### config.mk
export PLATFORM = sky130hd
export DESIGN_NAME = rect_fill_drawer
export DESIGN_NICKNAME = d
export VERILOG_FILES = /design/src/verilog/rect_pkg.sv /design/src/verilog/rect_fill_drawer.sv
export SDC_FILE = /design/constraint.sdc
export NUM_CORES = 1
export LEC_CHECK = 0
export BUFFER_PORTS_ARGS = -buffer_cell sky130_fd_sc_hd__buf_4
export CORE_ASPECT_RATIO = 0.7
export CORE_MARGIN = 2
export CORE_UTILIZATION = 50
export CTS_BUF_LIST = sky130_fd_sc_hd__clkbuf_4 sky130_fd_sc_hd__clkbuf_8
export DETAILED_ROUTE_END_ITERATION = 6
export PLACE_DENSITY = 0.76
export RECOVER_POWER = 25
export SYNTH_ARGS = -nofsm -noshare
export SYNTH_HDL_FRONTEND = slang
export SYNTH_SLANG_ARGS = --single-unit
### constraint.sdc
create_clock -name clk_pix -period 5.23 [get_ports clk_pix]
set_clock_uncertainty 0.1 [all_clocks]
set_input_delay 0.7845 -clock clk_pix [delete_from_list [all_inputs] [get_ports clk_pix]]
set_output_delay 0.7845 -clock clk_pix [all_outputs]
set_load 0.01 [all_outputs]
### src/verilog/palette_16.mem
// palette index 0 to 15 in order, each entry is red green blue as three hex nibbles
112
F00
F80
FF0
8F0
0F0
0F8
0FF
08F
00F
80F
F0F
F08
FFF
888
444

### src/verilog/rect_pkg.sv
// rect display shared definitions
// display timing, coordinate and colour types, bus structs, FSM states
package rect_pkg;

    localparam int CORDW = 16;  // coordinate width

    typedef logic signed [CORDW-1:0] coord_t;  // screen or fb coordinate
    typedef logic [3:0] cidx_t;                // colour index

    typedef struct packed {
        logic [3:0] red;
        logic [3:0] green;
        logic [3:0] blue;
    } rgb444_t;

    typedef struct packed {
        logic    hsync;  // active low
        logic    vsync;  // active low
        rgb444_t rgb;
    } vga_out_t;

    // inclusive corners, x0 <= x1 and y0 <= y1
    typedef struct packed {
        coord_t x0;
        coord_t y0;
        coord_t x1;
        coord_t y1;
    } rect_t;

    typedef struct packed {
        logic   we;
        coord_t x;
        coord_t y;
        cidx_t  cidx;
    } fb_write_t;

    typedef struct packed {
        coord_t sx;
        coord_t sy;
    } screen_pos_t;

    typedef enum logic [1:0] {SEQ_IDLE, SEQ_INIT, SEQ_DRAW, SEQ_DONE} seq_state_t;
    typedef enum logic [1:0] {DR_IDLE, DR_INIT, DR_DRAW} draw_state_t;

    // 640x480 at 60 Hz, 25.2 MHz pixel clock
    localparam int H_ACTIVE = 640;
    localparam int H_FP     = 16;
    localparam int H_SYNC   = 96;
    localparam int H_BP     = 48;
    localparam int H_TOTAL  = H_ACTIVE + H_FP + H_SYNC + H_BP;  // 800

    localparam int V_ACTIVE = 480;
    localparam int V_FP     = 10;
    localparam int V_SYNC   = 2;
    localparam int V_BP     = 33;
    localparam int V_TOTAL  = V_ACTIVE + V_FP + V_SYNC + V_BP;  // 525

    localparam int FB_SCALE = 2;  // fb pixel is 2x2 screen pixels

    localparam string PALETTE_FILE = "/design/src/verilog/palette_16.mem";

endpackage
### src/verilog/rect_fill_drawer.sv
// rectangle fill drawer
// walks every pixel of a rectangle row by row, one framebuffer write per cycle
`timescale 1ns/10ps

module rect_fill_drawer import rect_pkg::*; (
    input  logic      clk_pix,
    input  logic      reset,
    input  logic      start,    // one cycle pulse
    input  rect_t     rect,     // sampled in DR_INIT
    input  cidx_t     cidx,     // sampled in DR_INIT
    output fb_write_t fb_wr,
    output logic      drawing,  // high while writing
    output logic      done      // pulse after last pixel
);

    draw_state_t state;

    rect_t  corners;  // captured rectangle
    cidx_t  colour;
    coord_t x;        // current pixel
    coord_t y;
    logic   row_end;
    logic   last_pix;

    assign row_end  = (x == corners.x1);
    assign last_pix = row_end && (y == corners.y1);

    // control FSM
    always_ff @(posedge clk_pix) begin
        if (reset) begin
            state <= DR_IDLE;
            done  <= 1'b0;
        end else begin
            done <= 1'b0;
            case (state)
                DR_IDLE: begin
                    if (start) state <= DR_INIT;
                end
                DR_INIT: begin
                    state <= DR_DRAW;
                end
                DR_DRAW: begin
                    if (last_pix) begin
                        state <= DR_IDLE;
                        done  <= 1'b1;  // lands the cycle after last write
                    end
                end
                default: state <= DR_IDLE;
            endcase
        end
    end

    // pixel stepping
    always_ff @(posedge clk_pix) begin
        case (state)
            DR_INIT: begin
                corners <= rect;
                colour  <= cidx;
                x       <= rect.x0;  // top left corner first
                y       <= rect.y0;
            end
            DR_DRAW: begin
                if (row_end) begin
                    x <= corners.x0;   // back to left edge
                    y <= y + 16'sd1;   // next row
                end else begin
                    x <= x + 16'sd1;
                end
            end
            default: ;
        endcase
    end

    // exactly one write per pixel while in DR_DRAW
    assign fb_wr.we   = (state == DR_DRAW);
    assign fb_wr.x    = x;
    assign fb_wr.y    = y;
    assign fb_wr.cidx = colour;
    assign drawing    = fb_wr.we;

endmodule

==> impl_metrics.csv <==
group,metric,value,unit
clock_network,postCtsSetupRepairBufs,0,
sta,fmax,392,MHz
global_route,grt_pass1_vias,2949,
die,dieWidth,113,um
clock_network,clk_path_buf_depth,2,
placed_design,dp_hpwl,6840,um
route,wl_per_cell,17.4,um
route,viasPerCell,5.38,
clock_network,insertion_delay,370,ps
layout,final_util,65.7,%
layout,antenna_cells,0,
die,row_count,27,
status,violations,"design-rule violations",
run,maxCapViolCount,0,
status,status,"finished with violations",
yosys,synth-seq-cells,87,
placed_design,dp.cells,523,
layout,instances_no_fill,539,
yosys,yosys_warnings,0,
yosys,syn_area_per_cell,12.9,sq um
route,num_vias,2901,
global_route,use_met1,30.3,%
yosys,netlist_area,4170,sq um
yosys,ys_seq_area_share,62.0,%
clock_network,cts_max_level,3,
route,finalWirelength,9400,um
placed_design,port_buffers,109,
critical_path,critPathMaxFanout,16,
sta,rsz0062_at_grt,"no",
global_route,top_usage_layer,"met2",
layout,fillCellCount,627,
sta,fin_crit,2550,ps
die,ioPinCount,110,
critical_path,critical_path_class,"register to register",
die,dieHeight,80.4,um
die,core-area,7970,sq um
layout,drive_gt1_share,29.5,%
route,final_antenna_net_count,0,
clock_network,root_buffer,"clkbuf_8",
critical_path,cp.required,5200,ps
global_route,grtUsageMet2,31.3,%
sta,worst_pin_slew,863,ps
hold_path,hold_class,"register to register",
sta,slew_headroom,42.4,%
critical_path,cp-end-kind,"register",
die,start_util,52.3,%
layout,final-seq-area,2580,sq um
layout,area_growth,25.7,%
layout,final_nets,509,
yosys,syn_inst,324,
sta,maxSlewViolCount,0,
die,dieArea,9090,sq um
clock_network,post_cts_resized,0,
layout,layout_common_cells,"edfxtp_1 (84), buf_4 (60), clkbuf_4 (45)",
global_route,grt_overflow,0,
clock_network,numCtsBuffers,9,
sta,tns,0,ps
power_and_ir_drop,p_leak,0.00199,uW
layout,final_common_cell,"edfxtp_1",
critical_path,arrival,2520,ps
yosys,synth_cell_types,33,
clock_network,ctsHoldBuffers,0,
global_route,met3_usage,8.45,%
power_and_ir_drop,peakVddDrop,0.000166,V
layout,stdcell_area,5240,sq um
sta,finalSetupViolCount,0,
layout,multi_input_area,1470,sq um
route,initialDrtViolationCount,198,
critical_path,worstSetupStartpointType,"register",
critical_path,max_stage_delay,530,ps
clock_network,cts_tree,"built",
clock_network,cts.clk_slew.worst_paths,80,ps
yosys,synth_nets,400,
route,dr.pass1.iters,7,
power_and_ir_drop,power_density,447,nW/um^2
critical_path,cp_cell_sequence,"xor2_1 > nor4_2 > nand4_4 > o21ai_1 > buf_4",
sta,fin_crit_sh,48.8,%
critical_path,slowest_stage,"edfxtp_1",
global_route,grtUsageTotal,21.7,%
route,remaining_drc_errors,8,
clock_network,clkSinkCount,87,
global_route,grt_pass1_wl,14700,um
placed_design,gp_congestion,0.892,
placed_design,dpl_cell_area,5050,sq um
global_route,grt_max_degree,55,
global_route,antenna_found_initial,0,
sta,hold_viol,0,
==> registers in the layout (all words and copies together), names as in the netlist <==
signal   count
colour       4
corners     48
done         1
state        2
x           16
y           16
==> critical path, delay by kind of cell, from the launching register on <==
| family | cells | cell delay, ps |
|---|---|---|
| and+or+nand+nor | 2 | 860 |
| DFF | 1 | 530 |
| buffers and inverters | 1 | 270 |
| AOI/OAI and AO/OA | 1 | 250 |
| xor gates and xnor gates | 1 | 220 |
==> kinds of logic after synthesis <==
kind of cell	count (synthesis)	share of synthesized area, %
AND/OR/NAND/NOR	100	12.6
flip-flops	87	62.0
XOR/XNOR	60	12.8
AO/OA/AOI/OAI	38	5.65
buffers and inverters	23	2.82
multiplexers	11	2.67
adder cells (fa/ha/maj)	5	1.50
==> Yosys cell counts (all sizes together) <==
master   count  area share [%]
a2111o       2            0.54
a21oi       16             1.9
a31oi        2            0.30
and3         4            0.60
and4         5             1.1
buf          5             1.2
clkbuf       9            0.84
dfxtp        3             1.4
edfxtp      84              61
ha           5             1.5
inv          9            0.81
mux2         1            0.27
mux2i       10             2.4
nand2       28             2.5
nand3       14             1.7
nand3b       1            0.18
nand4       11             2.0
nor2        24             2.2
nor2b        1            0.15
nor3         6            0.72
nor4         6             1.5
o211ai       1            0.30
o21ai       11             1.3
o221ai       5             1.1
o2bb2ai      1            0.21
xnor2       39             8.2
xor2        21             4.6
==> cell type report <==
type,instances,area share (%)
clock buffers,10,2.51
clock inverters,6,1.62
inverters,9,0.645
multi-input cells,214,28.0
flip-flops and latches,87,49.3
well taps,101,2.41
repair buffers,112,15.5
==> report_power, final <==
group,internal (uW),switching [uW]
sequential,1000,180
combinational,299,353
clock,272,236
total,1570,769
==> path summary, 6_finish.rpt <==
path	startpoint	end	slack, ps	cells after the start
min reg2reg	state[0]$_SDFFE_PP0P_	state[0]$_SDFFE_PP0P_	450	2
max reg2reg	x[0]$_DFFE_PP_	y[1]$_DFFE_PP_	2680	5
min	state[0]$_SDFFE_PP0P_	state[0]$_SDFFE_PP0P_	450	2
max	x[0]$_DFFE_PP_	y[1]$_DFFE_PP_	2680	5
==> per-stage QoR <==
| step | total power, uW | setup WS (ps) | hold slack (ps) |
|---|---|---|---|
| floorplan | 1560 | 2040 | 387 |
| global placement | 1830 | 2790 | 422 |
| detailed placement | 1850 | 2740 | 432 |
| CTS | 2360 | 2710 | 453 |
| global route | 2470 | 2540 | 476 |
| finish | 2340 | 2680 | 450 |
==> per-layer routing <==
metal / up-vias / share of wire [%]
met5: - / 0
met4: 0 / 1.7
met3: 11 / 8.9
met2: 131 / 45
met1: 1355 / 44
li1: 1404 / -
No activity file was read; power rests on OpenSTA's default activity.
