===== config.mk =====
export PLATFORM = sky130hd
export DESIGN_NAME = scanout_480p
export DESIGN_NICKNAME = d
export VERILOG_FILES = /design/src/verilog/rect_pkg.sv /design/src/verilog/scanout_480p.sv
export SDC_FILE = /design/constraint.sdc
export NUM_CORES = 1
export LEC_CHECK = 0
export ABC_AREA = 1
export BUFFER_PORTS_ARGS = -buffer_cell sky130_fd_sc_hd__buf_2
export CAP_MARGIN = 15
export CORE_MARGIN = 3
export CORE_UTILIZATION = 35
export CTS_BUF_LIST = sky130_fd_sc_hd__clkbuf_4 sky130_fd_sc_hd__clkbuf_8
export CTS_CLUSTER_DIAMETER = 200
export CTS_CLUSTER_SIZE = 12
export DETAILED_ROUTE_END_ITERATION = 10
export PLACE_DENSITY = 0.57
export SLEW_MARGIN = 20
export SYNTH_ARGS = -nofsm -noshare
export SYNTH_HDL_FRONTEND = slang
export SYNTH_SLANG_ARGS = --single-unit

===== constraint.sdc =====
create_clock -name clk_pix -period 4.2 [get_ports clk_pix]
set_input_delay 0 -clock clk_pix [delete_from_list [all_inputs] [get_ports clk_pix]]
set_output_delay 0 -clock clk_pix [all_outputs]
set_load 0.01 [all_outputs]

===== src/verilog/palette_16.mem =====
// palette index 0 to 15 in order, each entry is red green blue as three hex nibbles
112
F00
F80
FF0
8F0
0F0
0F8
0FF
08F
00F
80F
F0F
F08
FFF
888
444


===== src/verilog/rect_pkg.sv =====
// rect display shared definitions
// display timing, coordinate and colour types, bus structs, FSM states
package rect_pkg;

    localparam int CORDW = 16;  // coordinate width

    typedef logic signed [CORDW-1:0] coord_t;  // screen or fb coordinate
    typedef logic [3:0] cidx_t;                // colour index

    typedef struct packed {
        logic [3:0] red;
        logic [3:0] green;
        logic [3:0] blue;
    } rgb444_t;

    typedef struct packed {
        logic    hsync;  // active low
        logic    vsync;  // active low
        rgb444_t rgb;
    } vga_out_t;

    // inclusive corners, x0 <= x1 and y0 <= y1
    typedef struct packed {
        coord_t x0;
        coord_t y0;
        coord_t x1;
        coord_t y1;
    } rect_t;

    typedef struct packed {
        logic   we;
        coord_t x;
        coord_t y;
        cidx_t  cidx;
    } fb_write_t;

    typedef struct packed {
        coord_t sx;
        coord_t sy;
    } screen_pos_t;

    typedef enum logic [1:0] {SEQ_IDLE, SEQ_INIT, SEQ_DRAW, SEQ_DONE} seq_state_t;
    typedef enum logic [1:0] {DR_IDLE, DR_INIT, DR_DRAW} draw_state_t;

    // 640x480 at 60 Hz, 25.2 MHz pixel clock
    localparam int H_ACTIVE = 640;
    localparam int H_FP     = 16;
    localparam int H_SYNC   = 96;
    localparam int H_BP     = 48;
    localparam int H_TOTAL  = H_ACTIVE + H_FP + H_SYNC + H_BP;  // 800

    localparam int V_ACTIVE = 480;
    localparam int V_FP     = 10;
    localparam int V_SYNC   = 2;
    localparam int V_BP     = 33;
    localparam int V_TOTAL  = V_ACTIVE + V_FP + V_SYNC + V_BP;  // 525

    localparam int FB_SCALE = 2;  // fb pixel is 2x2 screen pixels

    localparam string PALETTE_FILE = "/design/src/verilog/palette_16.mem";

endpackage

===== src/verilog/scanout_480p.sv =====
// 480p scan-out
// timing counters and syncs, letterboxed 2x framebuffer read, palette lookup
`timescale 1ns/10ps

module scanout_480p import rect_pkg::*; #(
    parameter int FB_WIDTH  = 320,
    parameter int FB_HEIGHT = 180
) (
    input  logic                                   clk_pix,
    input  logic                                   reset,
    input  cidx_t                                  rd_cidx,  // from framebuffer
    output logic [$clog2(FB_WIDTH*FB_HEIGHT)-1:0]  rd_addr,
    output logic                                   frame,    // pulse at (0,0)
    output vga_out_t                               vga       // 2 cycles behind position
);

    localparam int FB_ADDRW = $clog2(FB_WIDTH * FB_HEIGHT);
    localparam int LB_ROWS  = FB_HEIGHT * FB_SCALE;        // 360 screen rows
    localparam int LB_FIRST = (V_ACTIVE - LB_ROWS) / 2;    // 60

    localparam coord_t H_LAST   = coord_t'(H_TOTAL - 1);
    localparam coord_t V_LAST   = coord_t'(V_TOTAL - 1);
    localparam coord_t H_ACT    = coord_t'(H_ACTIVE);
    localparam coord_t HS_START = coord_t'(H_ACTIVE + H_FP);
    localparam coord_t HS_END   = coord_t'(H_ACTIVE + H_FP + H_SYNC);
    localparam coord_t VS_START = coord_t'(V_ACTIVE + V_FP);
    localparam coord_t VS_END   = coord_t'(V_ACTIVE + V_FP + V_SYNC);
    localparam coord_t LB_TOP   = coord_t'(LB_FIRST);
    localparam coord_t LB_BOT   = coord_t'(LB_FIRST + LB_ROWS);  // 420, exclusive
    localparam coord_t SCALE_C  = coord_t'(FB_SCALE);
    localparam logic [FB_ADDRW-1:0] FB_W_A = FB_ADDRW'(FB_WIDTH);

    screen_pos_t pos;  // current scan position
    logic        hsync;
    logic        vsync;
    logic        de;   // inside letterbox picture
    coord_t      fb_x;
    coord_t      fb_y;
    logic        hsync_p1;  // matched to framebuffer read latency
    logic        vsync_p1;
    logic        de_p1;

    logic [11:0] palette [16];  // 4 bits each of r, g, b

    initial begin
        $readmemh(PALETTE_FILE, palette);
    end

    // horizontal and vertical counters
    always_ff @(posedge clk_pix) begin
        if (reset) begin
            pos.sx <= '0;
            pos.sy <= '0;
        end else if (pos.sx == H_LAST) begin
            pos.sx <= '0;
            pos.sy <= (pos.sy == V_LAST) ? '0 : pos.sy + 16'sd1;  // wrap at end of frame
        end else begin
            pos.sx <= pos.sx + 16'sd1;
        end
    end

    assign frame = (pos.sx == 16'sd0) && (pos.sy == 16'sd0);

    // syncs are active low
    assign hsync = ~((pos.sx >= HS_START) && (pos.sx < HS_END));
    assign vsync = ~((pos.sy >= VS_START) && (pos.sy < VS_END));

    // 16:9 letterbox inside 4:3 active area
    assign de = (pos.sx < H_ACT) && (pos.sy >= LB_TOP) && (pos.sy < LB_BOT);

    // screen to fb coordinates, halved
    assign fb_x = pos.sx / SCALE_C;
    assign fb_y = (pos.sy - LB_TOP) / SCALE_C;

    // parked at 0 outside picture
    assign rd_addr = de ? FB_ADDRW'(fb_y) * FB_W_A + FB_ADDRW'(fb_x) : '0;

    // stage 1: wait for read data
    always_ff @(posedge clk_pix) begin
        if (reset) begin
            hsync_p1 <= 1'b1;
            vsync_p1 <= 1'b1;
            de_p1    <= 1'b0;
        end else begin
            hsync_p1 <= hsync;
            vsync_p1 <= vsync;
            de_p1    <= de;
        end
    end

    // stage 2: palette lookup and output registers
    always_ff @(posedge clk_pix) begin
        if (reset) begin
            vga.hsync <= 1'b1;
            vga.vsync <= 1'b1;
            vga.rgb   <= '0;
        end else begin
            vga.hsync <= hsync_p1;
            vga.vsync <= vsync_p1;
            vga.rgb   <= de_p1 ? rgb444_t'(palette[rd_cidx]) : '0;  // black in bands
        end
    end

endmodule


==> summary.md <==
| Metric | Value |
|---|---|
| Worst r2r src | pos[10] |
| Wire per inst | 13.93 µm |
| Die H | 105.8 µm |
| Most common cell on crit path | nand2_2 |
| Routed WL | 10.56 mm |
| Outcome | finished, violations left |
| Vias per inst | between 5 and 6 |
| Delay-heaviest family, CP | simple AND/OR/NAND/NOR gates |
| Worst reg-to-reg setup slack | between 1000 and 1500 ps |
| Die area | 0.01119 mm² |
| Crit path time final | approximately 4400 ps |
| Hold Startpoint | hsync_p1 |
| Slowest library cell on the worst path | dfxtp_2 |
| Initial DRT Pass Iterations | 5 |
| Ys Warns | 0 |
| Hold Path Stages | 1 |
| Multi-input logic area | 0.002811 mm² |
| Distinct cells, synth | 49 |
| RR Endpoint | vsync_p1 |
| GPL Wtd Cong | between 0.9 and 1 |
| Setup TNS | -510.2 ps |
| Drt drc | 0 |
| Max frequency | 0.2291 GHz |
| CP Launch Type | register |
| Antenna diodes | 0 |
| Starting Density | a little under two fifths |
| Crit path DAT | 4360 ps |
| Detailed Place HPWL | 6.824 mm |
| Std-Cell Rows | 35 |
| Slew Limit Fails | 0 |
| Hold Path Class | register to register |
| Dominant synthesized flop cell | dfxtp_1 |
| Core ar. | 0.009459 mm² |
| Root buffer cell | clkbuf_8 |
| CTS buffer count | 5 |
| CP max stage delay | roughly 340 ps |
| Initial antenna violation count | 0 |
| Storage cell area | approximately 720 µm² |
| Routed via count | 3,814 |
| Clock Path Buffers | 2 |
| I/O pin cnt | 37 |
| Buf/Inv on CP | 5 |
| Seq/Total Area, Yosys | 20.69% |
| GRT Total Usage | a little under a fifth |
| Post-Layout Cell Count | 758 |
| Leak | 0.002230 µW |
| Setup Crit Path Kind | register to primary output |
| Worst Max-Slew Pin Slew | 764.3 ps |
| Antenna Violating Nets Remaining | 0 |
| Top cells by area, synth | dfxtp_1 (21%), ha_1 (12%), nand2_1 (9.5%) |
| Seq cells post-synth | 36 |
| Clk_lat worst skew | 300 ps |
| Number of enable flip-flop cells after synthesis | 0 |
| # clock sinks | 36 |
| Reg2Reg Depth | 25 |
| Die span in x | 105.8 µm |
| First-pass GRT wire length | 17.37 mm |
| Vias in the first global route | ~3,800 |
| Placement Setup Slack | -58.70 ps |
| Final hold vios | 0 |
| Avg Inst Size Synth | 6.790 µm² |
| Synthesized netlist cell count | 513 |
| Power per Cell Area | around 130 mW/mm² |
| Grt total ovfl | 0 |
| Top-count cell post-synth | nand2_1 |
| Filler cells | 896 |
| Critical path data required time | 4200 ps |
| Crit path capture type | primary output |
| Port bufs | 20 |
| Worst hold path endpoint | vga[13] |
| Worst hold margin | 417.6 ps |
| WP depth | 29 |
| Synth top cells by count | nand2_1 (88), inv_1 (71), nor2_1 (65), dfxtp_1 (36), ha_1 (33) |
| Layout area overhead | 42.21% |
| Largest net degree at the start of global routing | 17 |
| Final setup vio count | 4 |
| Cell taking the most area after synthesis | dfxtp_1 |
| Relative slew margins | between 40 and 50% |
| Ratio of cells with drive above 1 in the final layout | 37.52% |
| 1st-iter DRT viols | 196 |
| Violated checks | negative setup slack |
| Clk_skew | about 8 ps |
| Clock-pin slew on the worst setup and hold paths | 70 ps |
| CTS tree | done |
| Unrepaired setup endpoints after global routing | true |
| Max_cap viols | 0 |
| Final worst slack | -164.6 ps |
| Placed insts | just under 700 |
| Final net count | 668 |
| Post-synth top area share | 20.69% |
| Netlist Area Pre-Place | roughly 0.0035 mm² |
| H-tree levels | 2 |
| Worst-path fanout max | 4 |
| Crit share post-route | 103.9% |
| Max IR drop VDD | between 100 and 150 µV |
| Synth async-reset ratio | 0% |
## cells in the final DEF (no fill, tap or decap), types with 6 or more instances in the layout
master / n
buf_4: 86
nand2_1: 68
inv_1: 63
nor2_1: 59
dfxtp_1: 34
nand3_1: 29
nand2_2: 23
a21oi_1: 20
buf_2: 20
ha_1: 19
inv_2: 14
xor2_1: 14
nor3_1: 13
conb_1: 12
o21ai_0: 11
ha_4: 11
nand3_2: 9
nand4_1: 8
nor3b_1: 7
nor2_4: 6
o21a_1: 6
buf_6: 6
## what timing repair did
action / 4_1_cts / 5_1_grt
cloned: 0 / 1
pin swaps: 41 / 40
resized for setup: 57 / 44
endpoints found under the hold margin: 4 / 0
buffers inserted: 65 / 9
endpoints found under the setup margin: 4 / 16
hold buffers: 1 / 0
## worst register-to-register path, stage by stage, from the launching register on
cell     delay (ps)
dfxtp_2         350
nor2_4           40
inv_1            50
nor2_1           30
nand2_1         110
inv_2            70
buf_4           130
buf_6           100
buf_4           120
buf_4           120
buf_4           120
buf_4           120
buf_4           120
buf_4           120
buf_4           120
buf_4           130
buf_4           120
buf_4           120
buf_4           130
buf_4           130
buf_4           130
buf_4           120
buf_4           130
buf_4           120
buf_4           130
nand3_1          70
## per-stage QoR
stage,instance area [µm²],utilization [%],total power (µW)
2_1_floorplan,3525,-,381.7
3_3_place_gp,3862,40.83,380.6
5_1_grt,4954,52.37,659.1
3_5_place_dp,3862,40.83,381.0
4_1_cts,4715,49.84,637.2
6_report,4954,52.37,631.9
## registers in the layout, indices dropped and copies added, names as in the netlist
name,cells
hsync_p1,1
pos,32
vga,2
vsync_p1,1
## worst max path at each step
stage | start | to | slack [ps]
after floorplan | pos[3] | rd_addr[15] | 190
after global placement | pos[10] | rd_addr[15] | -40
after detailed placement | pos[10] | rd_addr[15] | -60
after CTS | pos[11] | rd_addr[15] | -150
after global routing | pos[10] | rd_addr[14] | -510
final | pos[10] | rd_addr[15] | -160
## layout make-up
type,count,share of cell area (%)
tap,129,3.258
sequential,36,14.60
multi-input combinational,391,56.76
inverter,79,6.087
clock buffer,5,1.389
timing repair buffer,115,17.53
clock inverter,3,0.3789
## power breakdown
group | leakage, µW | total (µW) | internal [µW] | switching (µW)
registers | 0.000292 | 347 | 343 | 4.12
clock network | 0.0000479 | 258 | 116 | 142
logic | 0.00189 | 26.4 | 7.67 | 18.8
## metal layers
layer / share of wire [%] / vias to the layer above / GRT usage (%)
met1: 42 / 1768 / 22.11
met2: 51 / 114 / 34.02
met4: 2.7 / 0 / 7.031
li1: - / 1899 / -
met5: 0 / - / 0
met3: 4.3 / 33 / 2.756
## cells by family (layout without fill, tap and decap cells)
group	Yosys count	in the layout	share of synthesized area, %
XOR/XNOR	22	22	5.747
AO/OA/AOI/OAI	68	68	11.93
AND/OR/NAND/NOR	255	255	36.75
other	1	12	0.1077
buffers and inverters	97	202	12.36
flip-flops	36	36	20.69
adder cells (fa/ha/maj)	34	34	12.43
Note: power is estimated with default switching activity, not from simulation.
