**config.mk**
```make
export PLATFORM = sky130hd
export DESIGN_NAME = shape_sequencer
export DESIGN_NICKNAME = d
export VERILOG_FILES = /design/src/verilog/rect_pkg.sv /design/src/verilog/shape_sequencer.sv
export SDC_FILE = /design/constraint.sdc
export NUM_CORES = 1
export LEC_CHECK = 0
export BUFFER_PORTS_ARGS = -buffer_cell sky130_fd_sc_hd__clkbuf_2
export CAP_MARGIN = 10
export CORE_ASPECT_RATIO = 1.2
export CORE_MARGIN = 1
export CORE_UTILIZATION = 35
export DETAILED_ROUTE_END_ITERATION = 16
export GPL_TIMING_DRIVEN = 0
export PLACE_DENSITY = 0.65
export SETUP_SLACK_MARGIN = 0.2
export SLEW_MARGIN = 20
export SYNTH_ARGS = -nofsm -noshare
export SYNTH_HDL_FRONTEND = slang
export SYNTH_SLANG_ARGS = --single-unit
```
**constraint.sdc**
```tcl
create_clock -name clk_pix -period 4.7 [get_ports clk_pix]
set_input_delay 0.47 -clock clk_pix [delete_from_list [all_inputs] [get_ports clk_pix]]
set_output_delay 0.47 -clock clk_pix [all_outputs]
set_load 0.01 [all_outputs]
```
**src/verilog/palette_16.mem**
```
// palette index 0 to 15 in order, each entry is red green blue as three hex nibbles
112
F00
F80
FF0
8F0
0F0
0F8
0FF
08F
00F
80F
F0F
F08
FFF
888
444

```
**src/verilog/rect_pkg.sv**
```systemverilog
// rect display shared definitions
// display timing, coordinate and colour types, bus structs, FSM states
package rect_pkg;

    localparam int CORDW = 16;  // coordinate width

    typedef logic signed [CORDW-1:0] coord_t;  // screen or fb coordinate
    typedef logic [3:0] cidx_t;                // colour index

    typedef struct packed {
        logic [3:0] red;
        logic [3:0] green;
        logic [3:0] blue;
    } rgb444_t;

    typedef struct packed {
        logic    hsync;  // active low
        logic    vsync;  // active low
        rgb444_t rgb;
    } vga_out_t;

    // inclusive corners, x0 <= x1 and y0 <= y1
    typedef struct packed {
        coord_t x0;
        coord_t y0;
        coord_t x1;
        coord_t y1;
    } rect_t;

    typedef struct packed {
        logic   we;
        coord_t x;
        coord_t y;
        cidx_t  cidx;
    } fb_write_t;

    typedef struct packed {
        coord_t sx;
        coord_t sy;
    } screen_pos_t;

    typedef enum logic [1:0] {SEQ_IDLE, SEQ_INIT, SEQ_DRAW, SEQ_DONE} seq_state_t;
    typedef enum logic [1:0] {DR_IDLE, DR_INIT, DR_DRAW} draw_state_t;

    // 640x480 at 60 Hz, 25.2 MHz pixel clock
    localparam int H_ACTIVE = 640;
    localparam int H_FP     = 16;
    localparam int H_SYNC   = 96;
    localparam int H_BP     = 48;
    localparam int H_TOTAL  = H_ACTIVE + H_FP + H_SYNC + H_BP;  // 800

    localparam int V_ACTIVE = 480;
    localparam int V_FP     = 10;
    localparam int V_SYNC   = 2;
    localparam int V_BP     = 33;
    localparam int V_TOTAL  = V_ACTIVE + V_FP + V_SYNC + V_BP;  // 525

    localparam int FB_SCALE = 2;  // fb pixel is 2x2 screen pixels

    localparam string PALETTE_FILE = "/design/src/verilog/palette_16.mem";

endpackage
```
**src/verilog/shape_sequencer.sv**
```systemverilog
// shape sequencer
// waits for first frame, then hands each rectangle to the fill drawer in turn
`timescale 1ns/10ps

module shape_sequencer import rect_pkg::*; #(
    parameter int SHAPE_CNT = 15  // at most 15, index 0 is black
) (
    input  logic  clk_pix,
    input  logic  reset,
    input  logic  frame,         // start of frame from scan-out
    input  logic  draw_done,     // drawer finished current shape
    output logic  draw_start,    // one cycle pulse
    output rect_t rect,          // held until draw_done
    output cidx_t draw_cidx,
    output logic  picture_done   // level, stays high until reset
);

    localparam logic [3:0] LAST_ID = 4'(SHAPE_CNT - 1);

    seq_state_t state;
    logic [3:0] shape_id;  // current shape

    // control FSM
    always_ff @(posedge clk_pix) begin
        if (reset) begin
            state    <= SEQ_IDLE;
            shape_id <= '0;
        end else begin
            case (state)
                SEQ_IDLE: begin
                    if (frame) state <= SEQ_INIT;  // wait for scan-out
                end
                SEQ_INIT: begin
                    state <= SEQ_DRAW;  // start pulse goes out here
                end
                SEQ_DRAW: begin
                    if (draw_done) begin
                        if (shape_id == LAST_ID) begin
                            state <= SEQ_DONE;
                        end else begin
                            shape_id <= shape_id + 4'd1;
                            state    <= SEQ_INIT;
                        end
                    end
                end
                SEQ_DONE: begin
                    state <= SEQ_DONE;  // picture is drawn once only
                end
                default: state <= SEQ_IDLE;
            endcase
        end
    end

    // shape geometry, each one shifted 4 px down and right
    always_ff @(posedge clk_pix) begin
        if (state == SEQ_INIT) begin
            rect.x0   <= coord_t'(80 + 4 * shape_id);
            rect.y0   <= coord_t'(20 + 4 * shape_id);
            rect.x1   <= coord_t'(160 + 4 * shape_id);
            rect.y1   <= coord_t'(100 + 4 * shape_id);
            draw_cidx <= cidx_t'(shape_id + 4'd1);  // skip black
        end
    end

    // drawer latches rect in its own init cycle, one after this pulse
    assign draw_start   = (state == SEQ_INIT);
    assign picture_done = (state == SEQ_DONE);

endmodule

```
==> flow_summary.json, run 1 <==
{
  "cts.sinks": 25,
  "crit_arrival_ps": 1510,
  "clk_pin_slew_ps": 80,
  "cp_top_family": "simple AND/OR/NAND/NOR gates",
  "power_density_nw_per_um2": 248.8,
  "worst-path-buf-inv": 2,
  "yosys_register_bits": 25,
  "dp_hpwl_um": 1554,
  "cp-start-kind": "flip-flop",
  "cts_setup_buffers": 0,
  "max-vdd-ir-drop_v": 0.0001230,
  "fill_cells": 358,
  "cts_tree": "yes",
  "status": "completed",
  "dr.pass1.iters": 2,
  "final_max_slew_viol_count": 0,
  "first_iter_violations": 12,
  "p_comb_share_pct": 16.8,
  "initial_core_util_pct": 36.96,
  "htreeDepth": 1,
  "r2r-end": "shape_id[3]",
  "period_minus_slack_ps": 1985,
  "clock_power_share_pct": 27.2,
  "cap_violations": 0,
  "cts-resized-gates": 0,
  "die_height_um": 70.41,
  "postLayoutSetupSlackWorst_ps": 2715,
  "grt_max_degree": 14,
  "syn_area_um2": 1365,
  "drcViolationCount": 0,
  "ys_seq_area_share_pct": 50.60,
  "setup_viol": 0,
  "grt_overflow": 0,
  "stdcell_count": 251,
  "drive_gt1_share_pct": 43.22,
  "numCtsBuffers": 3,
  "synth.yosys.warnings": 0,
  "routedWlPerCell_um": 7.625,
  "timing.final.crit_share_pct": 42.23,
  "groute.usage.overall_pct": 9.389,
  "ant_nets": 0,
  "seqPwrFrac_pct": 56.0,
  "port-buffer-count": 30,
  "timing_worst_slew_pin_value_ps": 506.6,
  "clock_path_buffers": 2,
  "reg2reg_depth": 5,
  "synthCells": 124,
  "r2r-start": "shape_id[0]",
  "switching_share_pct": 23.13,
  "hp-class": "in -> reg",
  "internal_power_mw": 0.3422,
  "p_leak_nw": 0.9171,
  "crit_fanout": 11,
  "post-place-ws_ps": 2991,
  "multi_input_area_um2": 421.7,
  "crit_path_end_kind": "primary output",
  "worstPathRequired_ps": 4230,
  "skew_ps": 7.781,
  "root_buffer": "clkbuf_8",
  "slew-limit-headroom_pct": 66.08,
  "grt_pass1_wl_um": 2918,
  "p_sw_mw": 0.1030,
  "regToRegSetupSlack_ps": 3030,
  "globalplace.congestion": 0.6319,
  "cp-startpoint": "state[0]",
  "areaGrowthSynthToFinish_pct": 31.07,
  "ctsHoldBuffers": 0,
  "pin_count": 74,
  "nNetsFinal": 209,
  "rsz0062_at_grt": "false",
  "antenna_cells": 0,
  "critPathCapture": "draw_start",
  "die_x_um": 59.01,
  "total_power_mw": 0.4452,
  "place_inst": 247,
  "clk_latency_ps": 260,
  "die-area_um2": 4155,
  "grt_pass1_vias": 678,
  "via_per_inst": 3.398,
  "slowest_stage": "nor2b_2",
  "hold_viol": 0,
  "ys_types": 23,
  "wirelength_um": 1914,
  "coreArea_um2": 3694,
  "cpPeakStageDelay_ps": 480,
  "seq_area_um2": 690.7,
  "antenna_found_initial": 0,
  "max_freq_mhz": 503.9,
  "avgSynthCellArea_um2": 11.01,
  "via_count": 853,
  "fin_tns_setup_ps": 0,
  "path_depth": 3,
  "fp-row-count": 24,
  "crit_type": "reg -> out",
  "path_cells": "nor2b_2 -> buf_6 -> clkbuf_2"
}
per-stage QoR:
step           hold WS, ps  util, %  area, µm²
5_1_grt              438.3    48.44       1789
3_5_place_dp         536.6    47.22       1744
4_1_cts              424.3    48.44       1789
3_3_place_gp         528.5    46.85       1730
2_1_floorplan        493.9        -       1515
6_report             423.3    48.44       1789
sequential cells by signal (all words and copies together), names as in the netlist:
signal	cells
shape_id	4
draw_cidx	4
rect	15
state	2
logic make-up (layout without fill, tap and decap cells):
kind of cell               Yosys count  in the layout  synth area share, %
other                                2             42               0.5502
buffers and inverters               59             94                29.70
DFF                                 25             25                50.60
xor gates and xnor gates             3              3                1.925
muxes                                2              2                1.650
AOI/OAI and AO/OA                    9              9                4.033
adders and majority gates            5              5                4.583
and+or+nand+nor                     19             19                6.967
Yosys cell counts:
| cell | count | area share (%) |
|---|---|---|
| nor3_1 | 1 | 0.37 |
| nand2b_1 | 2 | 0.92 |
| clkbuf_1 | 1 | 0.27 |
| nor4_1 | 1 | 0.46 |
| dfxtp_1 | 6 | 8.8 |
| nor2b_1 | 1 | 0.46 |
| edfxtp_1 | 19 | 42 |
| o31ai_1 | 1 | 0.55 |
| o21bai_1 | 1 | 0.55 |
| xnor2_1 | 3 | 1.9 |
| ha_1 | 5 | 4.6 |
| conb_1 | 2 | 0.55 |
| a21oi_1 | 5 | 1.8 |
| a21bo_2 | 1 | 0.73 |
| nor2_1 | 7 | 1.9 |
| or4_1 | 1 | 0.55 |
| o21ai_0 | 1 | 0.37 |
| buf_4 | 49 | 27 |
| mux2_1 | 2 | 1.6 |
| nand2_1 | 4 | 1.1 |
| nand3_2 | 1 | 0.73 |
| and2_1 | 1 | 0.46 |
| inv_1 | 9 | 2.5 |
metal layers:
layer / routed length (µm) / global-route usage, % / part of all wire [%] / vias up
met2: 998 / 16.67 / 52 / 41
met3: 118 / 0.5556 / 6.2 / 4
met1: 749 / 10.36 / 39 / 347
met5: 0 / 0 / 0 / -
met4: 48 / 6.349 / 2.5 / 0
li1: - / - / - / 461
tightest hold or removal path: cells and delay by family:
kind | cells | cell delay [ps]
buf+inv | 1 | 80
compound gates | 1 | 50
simple gates | 1 | 40
cells in the final DEF (no fill, tap or decap), drive strengths merged:
cell and count:
a21bo 1, a21oi 5, and2 1, buf 50
clkbuf 35, conb 42, dfxtp 6, edfxtp 19
ha 5, inv 9, mux2 2, nand2 4
nand2b 2, nand3 1, nor2 7, nor2b 1
nor3 1, nor4 1, o21ai 1, o21bai 1
o31ai 1, or4 1, xnor2 3
power by group through the flow:
stage | Clock, mW | Combinational (mW) | Sequential, mW
after floorplan | 0 | 0.0569 | 0.257
after global placement | 0 | 0.0716 | 0.255
after detailed placement | 0 | 0.0739 | 0.255
after CTS | 0.124 | 0.0740 | 0.249
after global routing | 0.132 | 0.0817 | 0.251
final | 0.121 | 0.0747 | 0.249
how the worst min path moves through the flow:
stage             start       end  slack [ps]  cells after the start
2_1_floorplan  state[0]  state[1]         490                      2
3_3_place_gp   state[1]  state[0]         530                      2
3_5_place_dp   state[1]  state[0]         540                      2
4_1_cts           frame  state[0]         420                      3
5_1_grt           frame  state[0]         440                      3
6_report          frame  state[0]         420                      3
final cells by class:
cell class	count	share of cell area, %
well taps	52	3.636
multi-input cells	80	23.57
flip-flops and latches	25	38.60
plain buffers	50	20.77
clock buffers	4	2.517
inverters	9	1.888
repair buffers	31	9.021
No activity file was read; power rests on OpenSTA's default activity.
==> inputs of run 2 (changes only) <==
- clock period: 4.7 -> 1.9 ns (I/O delays scaled with it)
==> run 2 against run 1 <==
Effect of this change:
- setup slack got worse by 2400 ps
- clock power grew to 2.5 times the previous value
- global-route usage increased by 0.22 points
- sequential cell count stayed put
- sequential power is 150% higher
- total power grew 150%
- non-clock buffer count fell by 1
- sequential share of layout area about the same
- register-to-register slack got worse by 2700 ps
- critical endpoint is now shape_id[3]
- count of clock-buffer cells in the layout unchanged
- utilization increased by 0.10 points
- die area stayed put
- largest power group unchanged
- largest cell class unchanged
- highest routed layer unchanged
==> flow_summary.json, run 2 (same netlist as run 1, synthesis figures left out) <==
{
  "status": "completed",
  "r2r-end": "shape_id[3]",
  "largest_register_ffs": 15,
  "utilization_pct": 48.54,
  "mostFrequentLayoutCells": "49 x buf_4, 42 x conb_1, 30 x clkbuf_2, 19 x edfxtp_1, 9 x inv_1",
  "slowest_stage": "or4_1",
  "cts_setup_buffers": 0,
  "grt_overflow": 0,
  "groute.usage.overall_pct": 9.607,
  "first_iter_violations": 7,
  "die_x_um": 59.01,
  "drive_gt1_share_pct": 43.72,
  "htreeDepth": 1,
  "numCtsBuffers": 3,
  "seqPwrFrac_pct": 55.9,
  "via_per_inst": 3.482,
  "holdPathEnd": "state[0]",
  "crit_path_end_kind": "flip-flop",
  "crit_type": "reg -> reg",
  "reg2reg_depth": 4,
  "coreArea_um2": 3694,
  "rsz0062_at_grt": "false",
  "drcViolationCount": 0,
  "initial_core_util_pct": 36.96,
  "timing.final.crit_share_pct": 84.61,
  "hold_viol": 0,
  "fp-row-count": 24,
  "clock_power_share_pct": 27.5,
  "port-buffer-count": 30,
  "crit_arrival_ps": 1810,
  "total_power_mw": 1.110,
  "grt_pass1_wl_um": 3001,
  "hp-start": "frame",
  "final_max_slew_viol_count": 0,
  "switching_share_pct": 23.74,
  "crit_fanout": 8,
  "cts.sinks": 25,
  "root_buffer": "clkbuf_8",
  "die_height_um": 70.41,
  "internal_power_mw": 0.8463,
  "clk_pin_slew_ps": 80,
  "multi_input_area_um2": 435.4,
  "fill_cells": 368,
  "clk_latency_ps": 260,
  "skew_ps": 2.420,
  "p_leak_nw": 0.9169,
  "hp-class": "in -> reg",
  "max-vdd-ir-drop_v": 0.0002291,
  "nNetsFinal": 209,
  "regMostFlops": "rect",
  "cp_top_family": "simple AND/OR/NAND/NOR gates",
  "globalplace.congestion": 0.6643,
  "cts_tree": "yes",
  "routedWlPerCell_um": 8.259,
  "p_sw_mw": 0.2634,
  "grt_pass1_vias": 693,
  "reg_top3": "rect: 15 flops, draw_cidx: 4 flops, shape_id: 4 flops",
  "via_count": 874,
  "fin_tns_setup_ps": 0,
  "clock_path_buffers": 2,
  "dr.pass1.iters": 4,
  "grt_max_degree": 21,
  "slew-limit-headroom_pct": 66.92,
  "antenna_cells": 0,
  "areaGrowthSynthToFinish_pct": 31.35,
  "max_freq_mhz": 622.0,
  "power_density_nw_per_um2": 618.9,
  "final_common_cell": "buf_4",
  "path_cells": "ha_1 -> a21bo_2 -> or4_1 -> a21oi_1",
  "r2r-start": "shape_id[2]",
  "hold-path-cell-count": 3,
  "regToRegSetupSlack_ps": 290,
  "dp_hpwl_um": 1551,
  "wirelength_um": 2073,
  "cpPeakStageDelay_ps": 470,
  "worst-path-buf-inv": 0,
  "cap_violations": 0,
  "seq_area_um2": 691.9,
  "worstPathRequired_ps": 2100,
  "antenna_found_initial": 0,
  "p_comb_share_pct": 16.6,
  "ant_nets": 0,
  "die-area_um2": 4155,
  "path_depth": 4,
  "pin_count": 74,
  "timing_worst_slew_pin_value_ps": 493.9,
  "period_minus_slack_ps": 1608,
  "setup_viol": 0,
  "cp-start-kind": "flip-flop"
}
[run 2: changes by cell type in the layout (fill, tap and decap cells not counted), sizes merged]
cell / change
buf: -1
nor2b: +1
[run 2: cell type report]
cell class                      count  area share (%)
Timing Repair Buffer               30           8.374
Clock buffer                        4           2.512
Multi-Input combinational cell     81           24.28
Inverter                            9           1.884
Sequential cell                    25           38.59
Tap cell                           52           3.629
Buffer                             50           20.73
[run 2: worst max path at each step]
| stage | startpoint | to | slack (ps) |
|---|---|---|---|
| final | shape_id[2] | shape_id[3] | 290 |
| after global routing | shape_id[3] | shape_id[3] | 220 |
| after CTS | shape_id[0] | shape_id[3] | 250 |
| after detailed placement | state[0] | draw_start | 240 |
| after global placement | state[0] | draw_start | 260 |
| after floorplan | shape_id[0] | shape_id[3] | 380 |
[run 2: power by group through the flow]
stage | combinational [mW] | clock [mW] | sequential [mW]
floorplan | 0.141 | 0 | 0.636
global placement | 0.178 | 0 | 0.629
detailed placement | 0.179 | 0 | 0.630
CTS | 0.181 | 0.315 | 0.618
global route | 0.202 | 0.332 | 0.623
finish | 0.184 | 0.305 | 0.620
[run 2: metrics by stage]
step	worst slack [ps]	hold slack [ps]	instance area, µm²	cells
global route	221.1	166.0	1793	251
floorplan	375.2	330.5	1518	164
CTS	245.1	152.7	1783	250
finish	292.4	154.4	1793	251
detailed placement	243.6	438.9	1733	246
global placement	255.4	431.4	1733	246
[run 2: layer usage]
| layer | part of all wire, % | GRT usage (%) | vias to the layer above |
|---|---|---|---|
| li1 | - | - | 459 |
| met1 | 40 | 10.44 | 373 |
| met2 | 54 | 17.68 | 38 |
| met3 | 4.6 | 0.5556 | 4 |
| met4 | 1.5 | 5.556 | 0 |
| met5 | 0 | 0 | - |
[run 2: repair_timing]
| item | 4_1_cts | 5_1_grt |
|---|---|---|
| pin swaps | 0 | 0 |
| setup endpoints to repair | 1 | 4 |
| hold buffers | 0 | 0 |
| gates cloned | 0 | 1 |
| gates resized for setup | 1 | 1 |
[run 2: worst register-to-register path, stage by stage, from the launching register on]
cell and delay, ps:
dfxtp_1 410, ha_1 270, a21bo_2 260, or4_1 470
a21oi_1 140
